[config.mk]
export PLATFORM = sky130hd
export DESIGN_NAME = uart_apb_periph
export DESIGN_NICKNAME = d
export VERILOG_FILES = /design/src/common/uart_pkg.sv /design/src/source/baud_tick_gen.sv /design/src/source/byte_fifo.sv /design/src/uart/uart_apb_regs.sv /design/src/uart/uart_tx.sv /design/src/uart/uart_rx.sv /design/src/uart/uart_apb_periph.sv
export SDC_FILE = /design/constraint.sdc
export NUM_CORES = 1
export LEC_CHECK = 0
export ABC_AREA = 0
export BUFFER_PORTS_ARGS = -buffer_cell sky130_fd_sc_hd__buf_2
export CAP_MARGIN = 5
export CORE_MARGIN = 2
export CORE_UTILIZATION = 51
export DETAILED_ROUTE_END_ITERATION = 16
export PLACE_DENSITY = 0.7
export SLEW_MARGIN = 20
export SYNTH_ARGS = -nofsm -noshare
export SYNTH_HDL_FRONTEND = slang
export SYNTH_SLANG_ARGS = --single-unit
[constraint.sdc]
create_clock -name clk -period 3.28 [get_ports clk]
set_input_delay 0.164 -clock clk [delete_from_list [all_inputs] [get_ports clk]]
set_output_delay 0.164 -clock clk [all_outputs]
set_load 0.05 [all_outputs]
[src/common/uart_pkg.sv]
package uart_pkg;

    // Master-to-slave half of the APB port
    typedef struct packed {
        logic        psel;
        logic        penable;
        logic        pwrite;
        logic [3:0]  paddr;
        logic [31:0] pwdata;
    } apb_req_t;

    // Status word, zero-extended on read
    typedef struct packed {
        logic rx_full;
        logic tx_empty;
        logic tx_full;
        logic rx_empty;
    } uart_status_t;

    // Register offsets, decoded on bits 3:2
    localparam logic [3:0] ADDR_STATUS  = 4'h0;
    localparam logic [3:0] ADDR_SCRATCH = 4'h4;
    localparam logic [3:0] ADDR_TXDATA  = 4'h8;
    localparam logic [3:0] ADDR_RXDATA  = 4'hC;

    // 8N1 frame with 16x oversampling
    localparam int OVERSAMPLE = 16;
    localparam int DATA_BITS  = 8;

endpackage

[src/source/baud_tick_gen.sv]
`timescale 1ns/10ps

module baud_tick_gen #(
    parameter int TICK_DIV = 651
) (
    input  logic clk,
    input  logic rst,
    output logic tick
);

    localparam int CNT_W = (TICK_DIV > 1) ? $clog2(TICK_DIV) : 1;

    logic [CNT_W-1:0] cnt;
    logic             wrap;

    assign wrap = (cnt == CNT_W'(TICK_DIV - 1));

    always_ff @(posedge clk or posedge rst) begin
        if (rst) begin
            cnt  <= '0;
            tick <= 1'b0;
        end else begin
            cnt  <= wrap ? '0 : cnt + 1'b1;
            tick <= wrap;
        end
    end

endmodule

[src/source/byte_fifo.sv]
`timescale 1ns/10ps

module byte_fifo #(
    parameter int FIFO_DEPTH = 4
) (
    input  logic       clk,
    input  logic       rst,
    input  logic       push,
    input  logic       pop,
    input  logic [7:0] wdata,
    output logic [7:0] rdata,
    output logic       empty,
    output logic       full
);

    localparam int AW = (FIFO_DEPTH > 1) ? $clog2(FIFO_DEPTH) : 1;

    logic [7:0]    mem [FIFO_DEPTH];
    logic [AW-1:0] wptr;
    logic [AW-1:0] rptr;
    logic          do_push;
    logic          do_pop;

    // Overflow pushes and underflow pops are dropped here
    assign do_push = push && !full;
    assign do_pop  = pop && !empty;

    assign rdata = mem[rptr];

    always_ff @(posedge clk) begin
        if (do_push) begin
            mem[wptr] <= wdata;
        end
    end

    always_ff @(posedge clk or posedge rst) begin
        if (rst) begin
            wptr  <= '0;
            rptr  <= '0;
            empty <= 1'b1;
            full  <= 1'b0;
        end else begin
            if (do_push) begin
                wptr <= wptr + 1'b1;
            end
            if (do_pop) begin
                rptr <= rptr + 1'b1;
            end
            // Push and pop together keep the count, so the flags hold
            if (do_push && !do_pop) begin
                empty <= 1'b0;
                full  <= (AW'(wptr + 1'b1) == rptr);
            end else if (do_pop && !do_push) begin
                full  <= 1'b0;
                empty <= (AW'(rptr + 1'b1) == wptr);
            end
        end
    end

endmodule

[src/uart/uart_apb_regs.sv]
`timescale 1ns/10ps

module uart_apb_regs (
    input  logic                   clk,
    input  logic                   rst,
    input  uart_pkg::apb_req_t     apb_req,
    output logic [31:0]            prdata,
    output logic                   pready,
    input  uart_pkg::uart_status_t status,
    input  logic [7:0]             rx_rdata,
    output logic                   tx_push,
    output logic [7:0]             tx_wdata,
    output logic                   rx_pop
);

    import uart_pkg::*;

    localparam logic [1:0] SEL_STATUS  = ADDR_STATUS[3:2];
    localparam logic [1:0] SEL_SCRATCH = ADDR_SCRATCH[3:2];
    localparam logic [1:0] SEL_TXDATA  = ADDR_TXDATA[3:2];
    localparam logic [1:0] SEL_RXDATA  = ADDR_RXDATA[3:2];

    typedef enum logic [1:0] {
        ST_IDLE,
        ST_RESPOND,
        ST_RECOVER
    } state_t;

    state_t      state;
    logic        access;
    logic [1:0]  sel;
    logic [31:0] scratch;
    logic [7:0]  last_tx;

    // First access cycle, only accepted when idle
    assign access = (state == ST_IDLE) && apb_req.psel && apb_req.penable;
    assign sel    = apb_req.paddr[3:2];

    assign tx_wdata = last_tx;

    always_ff @(posedge clk or posedge rst) begin
        if (rst) begin
            state   <= ST_IDLE;
            pready  <= 1'b0;
            tx_push <= 1'b0;
            rx_pop  <= 1'b0;
        end else begin
            case (state)
                ST_IDLE: begin
                    if (access) begin
                        state <= ST_RESPOND;
                    end
                end
                ST_RESPOND: state <= ST_RECOVER;
                default:    state <= ST_IDLE;
            endcase
            pready  <= access;
            tx_push <= access && apb_req.pwrite && (sel == SEL_TXDATA);
            rx_pop  <= access && !apb_req.pwrite && (sel == SEL_RXDATA);
        end
    end

    // Register writes and read data capture
    always_ff @(posedge clk) begin
        if (access) begin
            if (apb_req.pwrite) begin
                if (sel == SEL_SCRATCH) begin
                    scratch <= apb_req.pwdata;
                end
                if (sel == SEL_TXDATA) begin
                    last_tx <= apb_req.pwdata[7:0];
                end
            end else begin
                case (sel)
                    SEL_STATUS:  prdata <= 32'(status);
                    SEL_SCRATCH: prdata <= scratch;
                    SEL_TXDATA:  prdata <= {24'd0, last_tx};
                    default:     prdata <= {24'd0, rx_rdata};
                endcase
            end
        end
    end

endmodule

[src/uart/uart_tx.sv]
`timescale 1ns/10ps

module uart_tx (
    input  logic       clk,
    input  logic       rst,
    input  logic       tick,
    input  logic       tx_avail,
    input  logic [7:0] tx_data,
    output logic       tx_pop,
    output logic       tx
);

    import uart_pkg::*;

    localparam int TICK_W = $clog2(OVERSAMPLE);
    localparam int BIT_W  = $clog2(DATA_BITS);

    typedef enum logic [2:0] {
        ST_IDLE,
        ST_ALIGN,
        ST_START,
        ST_DATA,
        ST_STOP
    } state_t;

    state_t                 state;
    logic [TICK_W-1:0]      tick_cnt;
    logic [BIT_W-1:0]       bit_cnt;
    logic [DATA_BITS-1:0]   shift;
    logic                   bit_end;

    assign bit_end = tick && (tick_cnt == TICK_W'(OVERSAMPLE - 1));

    always_ff @(posedge clk or posedge rst) begin
        if (rst) begin
            state    <= ST_IDLE;
            tick_cnt <= '0;
            bit_cnt  <= '0;
            tx_pop   <= 1'b0;
            tx       <= 1'b1;
        end else begin
            tx_pop <= 1'b0;
            if (tick && state != ST_IDLE && state != ST_ALIGN) begin
                tick_cnt <= tick_cnt + 1'b1;
            end
            case (state)
                ST_IDLE: begin
                    tx <= 1'b1;
                    if (tx_avail) begin
                        tx_pop <= 1'b1;
                        state  <= ST_ALIGN;
                    end
                end
                ST_ALIGN: begin
                    // Start bit lines up with the tick grid
                    if (tick) begin
                        tick_cnt <= '0;
                        tx       <= 1'b0;
                        state    <= ST_START;
                    end
                end
                ST_START: begin
                    if (bit_end) begin
                        bit_cnt <= '0;
                        tx      <= shift[0];
                        state   <= ST_DATA;
                    end
                end
                ST_DATA: begin
                    if (bit_end) begin
                        if (bit_cnt == BIT_W'(DATA_BITS - 1)) begin
                            tx    <= 1'b1;
                            state <= ST_STOP;
                        end else begin
                            bit_cnt <= bit_cnt + 1'b1;
                            tx      <= shift[0];
                        end
                    end
                end
                default: begin
                    if (bit_end) begin
                        state <= ST_IDLE;
                    end
                end
            endcase
        end
    end

    // Shift register always holds the bits not yet on the line
    always_ff @(posedge clk) begin
        if (state == ST_IDLE && tx_avail) begin
            shift <= tx_data;
        end else if (bit_end && (state == ST_START || state == ST_DATA)) begin
            shift <= {1'b0, shift[DATA_BITS-1:1]};
        end
    end

endmodule

[src/uart/uart_rx.sv]
`timescale 1ns/10ps

module uart_rx (
    input  logic       clk,
    input  logic       rst,
    input  logic       tick,
    input  logic       rx,
    output logic       rx_push,
    output logic [7:0] rx_wdata
);

    import uart_pkg::*;

    localparam int TICK_W = $clog2(OVERSAMPLE);
    localparam int BIT_W  = $clog2(DATA_BITS);

    typedef enum logic [1:0] {
        ST_IDLE,
        ST_START,
        ST_DATA,
        ST_STOP
    } state_t;

    state_t            state;
    logic              rx_meta;
    logic              rx_sync;
    logic [TICK_W-1:0] tick_cnt;
    logic [BIT_W-1:0]  bit_cnt;
    logic              mid_start;
    logic              bit_end;

    assign mid_start = tick && (tick_cnt == TICK_W'(OVERSAMPLE / 2 - 1));
    assign bit_end   = tick && (tick_cnt == TICK_W'(OVERSAMPLE - 1));

    always_ff @(posedge clk or posedge rst) begin
        if (rst) begin
            rx_meta  <= 1'b1;
            rx_sync  <= 1'b1;
            state    <= ST_IDLE;
            tick_cnt <= '0;
            bit_cnt  <= '0;
            rx_push  <= 1'b0;
        end else begin
            rx_meta <= rx;
            rx_sync <= rx_meta;
            rx_push <= 1'b0;
            if (tick) begin
                tick_cnt <= tick_cnt + 1'b1;
            end
            case (state)
                ST_IDLE: begin
                    tick_cnt <= '0;
                    if (!rx_sync) begin
                        state <= ST_START;
                    end
                end
                ST_START: begin
                    // Line back high at mid start bit means a glitch
                    if (mid_start) begin
                        tick_cnt <= '0;
                        bit_cnt  <= '0;
                        state    <= rx_sync ? ST_IDLE : ST_DATA;
                    end
                end
                ST_DATA: begin
                    if (bit_end) begin
                        if (bit_cnt == BIT_W'(DATA_BITS - 1)) begin
                            state <= ST_STOP;
                        end else begin
                            bit_cnt <= bit_cnt + 1'b1;
                        end
                    end
                end
                default: begin
                    if (bit_end) begin
                        rx_push <= rx_sync;
                        state   <= ST_IDLE;
                    end
                end
            endcase
        end
    end

    // LSB arrives first, so shift in from the top
    always_ff @(posedge clk) begin
        if (state == ST_DATA && bit_end) begin
            rx_wdata <= {rx_sync, rx_wdata[7:1]};
        end
    end

endmodule

[src/uart/uart_apb_periph.sv]
`timescale 1ns/10ps

module uart_apb_periph #(
    parameter int TICK_DIV   = 651,
    parameter int FIFO_DEPTH = 4
) (
    input  logic               clk,
    input  logic               rst,
    input  uart_pkg::apb_req_t apb_req,
    output logic [31:0]        prdata,
    output logic               pready,
    input  logic               rx,
    output logic               tx
);

    import uart_pkg::*;

    uart_status_t status;
    logic         tick;
    logic         tx_push;
    logic         tx_pop;
    logic [7:0]   tx_wdata;
    logic [7:0]   tx_head;
    logic         tx_empty;
    logic         tx_full;
    logic         rx_push;
    logic         rx_pop;
    logic [7:0]   rx_wdata;
    logic [7:0]   rx_head;
    logic         rx_empty;
    logic         rx_full;

    assign status = '{
        rx_full:  rx_full,
        tx_empty: tx_empty,
        tx_full:  tx_full,
        rx_empty: rx_empty
    };

    uart_apb_regs regs_i (
        .clk      (clk),
        .rst      (rst),
        .apb_req  (apb_req),
        .prdata   (prdata),
        .pready   (pready),
        .status   (status),
        .rx_rdata (rx_head),
        .tx_push  (tx_push),
        .tx_wdata (tx_wdata),
        .rx_pop   (rx_pop)
    );

    byte_fifo #(.FIFO_DEPTH(FIFO_DEPTH)) tx_fifo (
        .clk   (clk),
        .rst   (rst),
        .push  (tx_push),
        .pop   (tx_pop),
        .wdata (tx_wdata),
        .rdata (tx_head),
        .empty (tx_empty),
        .full  (tx_full)
    );

    byte_fifo #(.FIFO_DEPTH(FIFO_DEPTH)) rx_fifo (
        .clk   (clk),
        .rst   (rst),
        .push  (rx_push),
        .pop   (rx_pop),
        .wdata (rx_wdata),
        .rdata (rx_head),
        .empty (rx_empty),
        .full  (rx_full)
    );

    uart_tx tx_i (
        .clk      (clk),
        .rst      (rst),
        .tick     (tick),
        .tx_avail (!tx_empty),
        .tx_data  (tx_head),
        .tx_pop   (tx_pop),
        .tx       (tx)
    );

    uart_rx rx_i (
        .clk      (clk),
        .rst      (rst),
        .tick     (tick),
        .rx       (rx),
        .rx_push  (rx_push),
        .rx_wdata (rx_wdata)
    );

    baud_tick_gen #(.TICK_DIV(TICK_DIV)) tick_i (
        .clk  (clk),
        .rst  (rst),
        .tick (tick)
    );

endmodule

==> results.md, run 1 <==
- Summing all flip-flop and latch instances after layout gives 0.00587 mm².
- The remaining antenna violation count is 0.
- Once the floorplan was initialized, standard cells occupied 52.5% of the core.
- Routability-driven placement finished with a final weighted congestion of 0.742.
- Cells with a size suffix above 1 make up 22.9% of the layout.
- The count of placed standard cells in the final layout, fillers left out is 840.
- At the later pin of the worst-skew pair, clock insertion delay measures 0.48 ns.
- Measured against the total synthesized area, the mux share comes to 6.46%.
- Global routing used 18.9% of the available tracks across all layers.
- Across the run, the number of max-cap violations was 0.
- For this run, the post-layout net count is 675.
- The floorplan has 45 rows.
- The total nets after synthesis is 551.
- The final cycle utilization of the critical path is 63.3%.
- The pin slew with the least headroom to its limit is 0.993 ns.
- The worst register-to-register path has a setup slack of 1.20 ns.
- The dominant register cell in the synthesized netlist is edfxtp_1.
- The final-layout fill cell count is 1111.
- The number of antenna violations at the first check in global routing came to 0.
- In this run the mean area of a mapped cell was 16.4 µm².
- Along the worst path, the maximum fanout reaches 10.
- The critical path's slowest cell is o21bai_1.
- Derived from the worst setup path, the maximum achievable clock frequency is 0.482 GHz.
- Summed over all cells, the static leakage comes to 3.67 nW.
- In this run the number of H-tree levels came out at 1.
- The number of port buffers is 73.
- The largest single stage delay on the critical path is 0.46 ns.
- The setup skew after layout is 0.00742 ns.
- The gate count after technology mapping is 491.
- The post-layout utilization of the core is 63.5%.
- Summed over all nets, the half-perimeter wirelength after detailed placement is 9.40 mm.
- After detailed routing, the total wire length is 15.4 mm.
- The number of synthesized register bits is 204.
- TritonCTS built the clock tree.
- The via count of the first global-routing pass is 4706.
- The startpoint of the worst hold path is apb_req[35].
- The area growth from synthesis to final layout is 21.1%.
- In this run the horizontal extent of the chip is 130 µm.
- Summing the areas of all compound-gate instances in the mapped netlist gives 3.96% of the synthesized area.
- Adding up every negative setup slack in the final design gives 0 ns.
- The kind of cell with the highest combined delay on the critical path is simple AND/OR/NAND/NOR gates.
- The simple-gate share of the synthesized area is 9.86%.
- For the worst setup path, the data arrival time is 2.18 ns.
- Dividing total power by cell area gives a power density of 591 mW/mm².
- The first global-routing pass estimated 24.4 mm of wire.
- The number of synthesized flops with an enable pin is 152.
- The top cell types in the final layout, fill and taps aside, are 152 x edfxtp_1, 73 x buf_2, 47 x dfrtp_1, 39 x dlygate4sd3_1.
- The total overflow reported by the global router is 0.
- The final number of hold-violating endpoints is 0.
- The count of yosys warnings during synthesis is 0.
- After synthesis, the share of flip-flops with an asynchronous set or reset is 25.5%.
- The total count of max-transition violations in the final report was 0.
- The clock transition at the registers of the reported paths is 0.06 ns.
- The hold-critical path depth is 3.
- The adder and majority cell fraction of the synthesized area is 2.80%.
- The setup violation total in the final timing report is 0.
- After clock tree synthesis, the setup repair step added 0 buffers.
- For this run, the detailed router's first-pass iteration total came to 5.
- The worst register-to-register path ends at tx_i.shift[5].
- In the final layout, the multi-input gates occupy 0.00205 mm².
- The post-route standard cell area excluding fillers is 0.00973 mm².
- By area, the combinational part of the netlist is dominated by simple AND/OR/NAND/NOR gates.
- Walking the worst path, the cells encountered are or2_1, nor3_4, o21bai_1.
- The number of DRC markers after the initial detailed-route iteration is 328.
- STA classifies the critical path endpoint as a register.
- The critical path starts at tx_i.state[2].
- The type of origin of the critical path is a register.
- Dividing the detail-routed wire length by the instance count gives 18.3 µm.
- The maximum buffer depth of the clock tree is 3.
- The worst slew slack as a fraction of its limit is 33.7%.
- The pin count of the biggest net entering global routing is 53.
- The start of the worst register-to-register path is tx_i.state[2].
- The clock net in this run drives a total of 204 sinks.
- The proportion of synthesized chip area in sequential cells is 73.1%.
- The post-detailed-route via-to-cell ratio is 5.35.
- The highest ir drop seen on vdd is 0.000352 V.
- The number of buffers added by the clock tree synthesis step is 21.
- The type of the tightest min-delay check is primary input to register.
- For this design the top-level I/O count stands at 76.
- The time the worst path needs with I/O delays and setup is 2.08 ns.
- The count of placed standard cells including taps is 764.
- The antenna diode instance count is 0.
- Setup repair after global routing left no endpoint under its margin.
- The required time of the critical path is 3.39 ns.
- The routed layout has 4496 vias.
- The floorplan core area is 0.0153 mm².
- Together, buffers and inverters on the worst path number 0.
- The placed standard-cell area is 0.00864 mm².
- The library cell used most frequently in the layout, excluding fill and tap cells, is edfxtp_1.
- After synthesis, the netlist uses 52 different library cells.
- The vertical extent of the die is 130 µm.
- Summing every instance area after synthesis gives 0.00803 mm².
- The number of cells on the worst reg-to-reg path is 3.
- The xor/xnor cell area share of the yosys netlist is 2.29%.
- The flow ran to the end, and the final reports show no timing, DRC or antenna violations.
- The sink of the worst hold path is regs_i.rx_pop.
- The critical path start-end classification is register to register.
- The clock root buffer is clkbuf_16.
- The area enclosed by the die boundary is 0.0168 mm².
- The DRC violation count after routing is 0.
==> where the power goes <==
| part | internal (mW) | switching (mW) |
|---|---|---|
| combinational | 0.212 | 0.190 |
| sequential | 2.82 | 0.0969 |
| clock | 1.49 | 0.941 |
| total | 4.52 | 1.23 |
==> worst register-to-register path: stages (launching register included) <==
cell	delay [ns]
dfrtp_1	0.45
or2_1	0.35
nor3_4	0.44
o21bai_1	0.47
==> area by class of cell <==
cell class,count,area share (%)
flip-flops and latches,204,60.4
well taps,211,2.71
multi-input cells,257,21.1
clock buffers,25,5.56
repair buffers,117,8.16
inverters,14,0.553
clock inverters,12,1.58
==> per-stage QoR <==
stage / setup slack [ns] / power (mW) / hold slack [ns]
after floorplan: 0.700 / 3.23 / 0.168
after global placement: 1.26 / 3.32 / 0.270
after detailed placement: 1.21 / 3.33 / 0.271
after CTS: 1.20 / 5.77 / 0.0381
after global routing: 1.03 / 5.94 / 0.0683
final: 1.20 / 5.75 / 0.0576
==> cells by family after synthesis <==
group,Yosys count
AOI/OAI and AO/OA,47
xor gates and xnor gates,21
adders and majority gates,18
buffers and inverters,30
DFF,204
muxes,31
and+or+nand+nor,140
==> layer usage <==
metal | global-route usage, % | vias up | share of wire [%]
met5 | 0 | - | 0
met4 | 6.51 | 0 | 2.3
met3 | 2.89 | 30 | 4.3
met2 | 33.0 | 123 | 53
met1 | 24.3 | 2266 | 40
li1 | - | 2077 | -
==> flip-flops by register name, indices dropped and copies added, names as in the netlist, 2 cells and up, named ones only <==
name             flops
rx_i.tick_cnt        4
rx_i.state           2
regs_i.scratch      32
tx_i.shift           8
rx_fifo.wptr         2
regs_i.state         2
tx_fifo.rptr         2
tx_fifo.wptr         2
tx_i.state           3
regs_i.prdata       32
rx_fifo.rptr         2
tx_fifo.mem         32
rx_i.bit_cnt         3
tick_i.cnt          10
regs_i.tx_wdata      8
rx_i.rx_wdata        8
rx_fifo.mem         32
tx_i.bit_cnt         3
==> how the worst max path moves through the flow <==
stage / end / slack [ns] / depth (start not counted)
after detailed placement: tx_i.shift[6] / 1.21 / 3
after global placement: tx_i.shift[3] / 1.26 / 3
final: tx_i.shift[5] / 1.20 / 3
after global routing: tx_i.shift[1] / 1.03 / 3
after CTS: tx_i.shift[7] / 1.20 / 3
after floorplan: regs_i.prdata[0] / 0.70 / 2
==> Yosys cell counts (all sizes together) (2+ instances only) <==
| library cell | number | area share, % |
|---|---|---|
| clkbuf | 11 | 0.53 |
| edfxtp | 152 | 57 |
| or2 | 3 | 0.23 |
| dfrtp | 47 | 15 |
| mux2 | 7 | 0.98 |
| nor3 | 3 | 0.33 |
| mux2i | 8 | 1.0 |
| xor2 | 6 | 0.65 |
| and2 | 34 | 2.6 |
| nor2b | 9 | 0.70 |
| nor3b | 7 | 0.65 |
| nand2b | 4 | 0.31 |
| nor2 | 15 | 0.70 |
| xnor2 | 15 | 1.6 |
| dfstp | 5 | 1.6 |
| mux4 | 16 | 4.5 |
| a21oi | 7 | 0.44 |
| nand2 | 34 | 1.6 |
| o21bai | 2 | 0.19 |
| nand3b | 3 | 0.28 |
| inv | 14 | 0.65 |
| o21ai | 16 | 1.0 |
| or4 | 2 | 0.19 |
| o31ai | 3 | 0.28 |
| buf | 5 | 0.34 |
| nand4 | 5 | 0.47 |
| ha | 18 | 2.8 |
| a22oi | 4 | 0.37 |
| a222oi | 4 | 0.50 |
| and3 | 4 | 0.31 |
| nand3 | 11 | 0.69 |
| o211ai | 2 | 0.19 |
==> what timing repair did <==
item,in CTS,in global routing
resized for setup,0,0
hold buffers,39,0
hold endpoints to repair,91,0
Power figures use the tool's default switching activity.
==> inputs of run 2 (changes only) <==
==> constraint.sdc (replaced) <==
create_clock -name clk -period 1.95 [get_ports clk]
set_input_delay 0.0975 -clock clk [delete_from_list [all_inputs] [get_ports clk]]
set_output_delay 0.0975 -clock clk [all_outputs]
set_load 0.05 [all_outputs]
==> results.md, run 2 (synthesis gave the netlist of run 1 again) <==
- The run finished with clean final reports.
- The number of violations of the max-capacitance limit is 0.
- The total count of max-transition violations in the final report came to 0.
- Net switching is 21.7% of the power.
- In this run the critical register-to-register path is captured at tx_i.shift[3].
- In this run, the combinational gates consume 7.4% of the power.
- After clock tree synthesis, the repair step resized 0 gates.
- The number of DRC markers after the initial detailed-route iteration is 302.
- The number of port buffers is 73.
- For the worst setup path, the data required time is 2.19 ns.
- Leaving out fill and tap cells, the most frequent cell in the layout is edfxtp_1.
- The via count of the routed design is 4408.
- In the finished design, the share of the clock period the worst path needs comes to 93.4%.
- Setup repair after global routing left no endpoint under its margin.
- Data arrives at the worst endpoint at 2.06 ns.
- The number of clock sinks seen by CTS is 204.
- The clock transition at the registers of the reported paths is 0.06 ns.
- The startpoint identified for the worst register-to-register timing path is tx_fifo.rptr[0].
- The starting utilization of the core area is 52.5%.
- The critical path start-end classification is register to register.
- Setup violations remaining at the end of the flow were counted as 0.
- The final-layout fill cell count is 1101.
- Per report_power, the sequential group accounts for 52.9% of the total.
- The critical-path maximum fanout is 10.
- After layout, the worst setup slack is 0.128 ns.
- The sum of net half-perimeters after detailed placement is 9.26 mm.
- Derived from the worst setup path, the maximum achievable clock frequency is 0.549 GHz.
- The reported leakage power is 3.72 nW.
- The antenna diode instance count is 0.
- Before antenna repair, the detailed router went through 5 iterations.
- The post-detailed-routing wire length is 14.1 mm.
- Headroom to the max-slew limit came out at 53.7%.
- The pin count of the biggest net entering global routing is 33.
- The worst register-to-register path has a depth of 2.
- 76 I/O pins were placed.
- In the final timing run, aggregate negative setup slack is 0 ns.
- The placed standard-cell area is 0.00878 mm².
- The die covers 0.0168 mm².
- The post-route standard cell area excluding fillers is 0.00982 mm².
- The post-detailed-route via-to-cell ratio is 5.16.
- The core region is 0.0153 mm².
- The final layout net count is 688.
- The post-place setup slack is 0.131 ns.
- VDD sags by at most 0.000625 V.
- Row generation in the floorplan step produced 45 rows.
- The insertion delay of the later-clocked pin in the worst-skew pair is 0.49 ns.
- Across every metal layer, demand over resource in global routing totals 17.8%.
- The remaining antenna violation count is 0.
- The path class of the tightest hold or removal check is primary input to asynchronous set/reset pin.
- The number of buffers added by the clock tree synthesis step is 21.
- In this run the power spent charging and discharging nets is 2.00 mW.
- The vertical extent of the die is 130 µm.
- The type of origin of the critical path is a register.
- Relative to the synthesized area, the layout overhead comes to 22.3%.
- The horizontal die dimension is 130 µm.
- The fraction of power consumed by the clock network is 39.6%.
- The clock root buffer is clkbuf_16.
- The library cells used most frequently in the layout, excluding fill and tap cells, are 152 x edfxtp_1, 73 x buf_2, 47 x dfrtp_1, 41 x dlygate4sd3_1.
- Of the cells placed in the final design, the portion with a size suffix greater than 1 is 24.0%.
- Internal power comes to 7.24 mW.
- Leaving out filler cells and counting taps, the final layout contains 854.
- CTS built an H-tree with a depth of 1.
- Between clock sinks in the finished design, the worst skew comes to 0.0108 ns.
- The routed length per placed instance is 16.5 µm.
- TritonCTS built the clock tree.
- The final number of hold-violating endpoints is 0.
- The power per cell area is 941 mW/mm².
- At the pin with the least slew margin, the transition time is 0.694 ns.
- In the routed design, unresolved DRC markers number 0.
- The final RePlAce weighted congestion is 0.784.
- The count of placed standard cells including taps is 775.
- The longest clock path from root to sink contains 3 buffers.
- Setup slack on the worst reg-to-reg path comes out at 0.13 ns.
- The first global-routing pass estimated 23.1 mm of wire.
- The number of antenna violations at the first check in global routing was 0.
- The clock period could shrink to 1.82 ns.
- The total overflow reported by the global router is 0.
- The endpoint kind of the worst setup timing path is a register.
- The via count of the first global-routing pass is 4615.
-- run 2: worst max-delay path, cell delays in order, from the launching register on --
cell     delay (ns)
dfrtp_1        0.71
mux4_2         0.57
mux2_2         0.28
-- run 2: what timing repair did --
action	4_1_cts	5_1_grt
endpoints found under the hold margin	66	0
buffers inserted	0	0
hold buffers	41	0
-- run 2: layout make-up --
class                      count  area, µm²  area share (%)
multi-input combinational    257       2050            20.9
inverter                      14       52.6           0.535
sequential                   204       5870            59.8
timing repair buffer         130        958            9.76
clock inverter                11       77.6           0.790
clock buffer                  27        548            5.58
tap                          211        264            2.69
-- run 2: power by group through the flow --
stage                     Sequential [mW]  Clock [mW]  Combinational [mW]
after CTS                            4.90        3.74               0.698
after detailed placement             4.99           0               0.632
final                                4.89        3.66               0.688
after global placement               4.98           0               0.618
after floorplan                      4.97           0               0.459
after global routing                 4.91        3.93               0.753
-- run 2: through the flow --
step	hold WS [ns]	total power, mW	utilization (%)
2_1_floorplan	0.102	5.43	-
3_3_place_gp	0.170	5.60	57.4
5_1_grt	0.254	9.59	64.1
4_1_cts	0.206	9.34	64.1
6_report	0.202	9.25	64.1
3_5_place_dp	0.172	5.62	57.4
-- run 2: worst max-delay path by stage --
stage	startpoint	end	depth (start not counted)
2_1_floorplan	regs_i.state[1]	regs_i.scratch[0]	2
3_3_place_gp	tx_fifo.rptr[0]	tx_i.shift[5]	2
3_5_place_dp	tx_fifo.rptr[0]	tx_i.shift[3]	2
4_1_cts	tx_fifo.rptr[0]	tx_i.shift[6]	2
5_1_grt	tx_fifo.rptr[0]	tx_i.shift[6]	2
6_report	tx_fifo.rptr[0]	tx_i.shift[3]	2
-- run 2: per-layer routing --
metal	track usage, %	share of wire [%]
met2	31.4	53
met5	0	0
met1	22.3	41
met3	2.68	3.7
met4	6.58	2.1
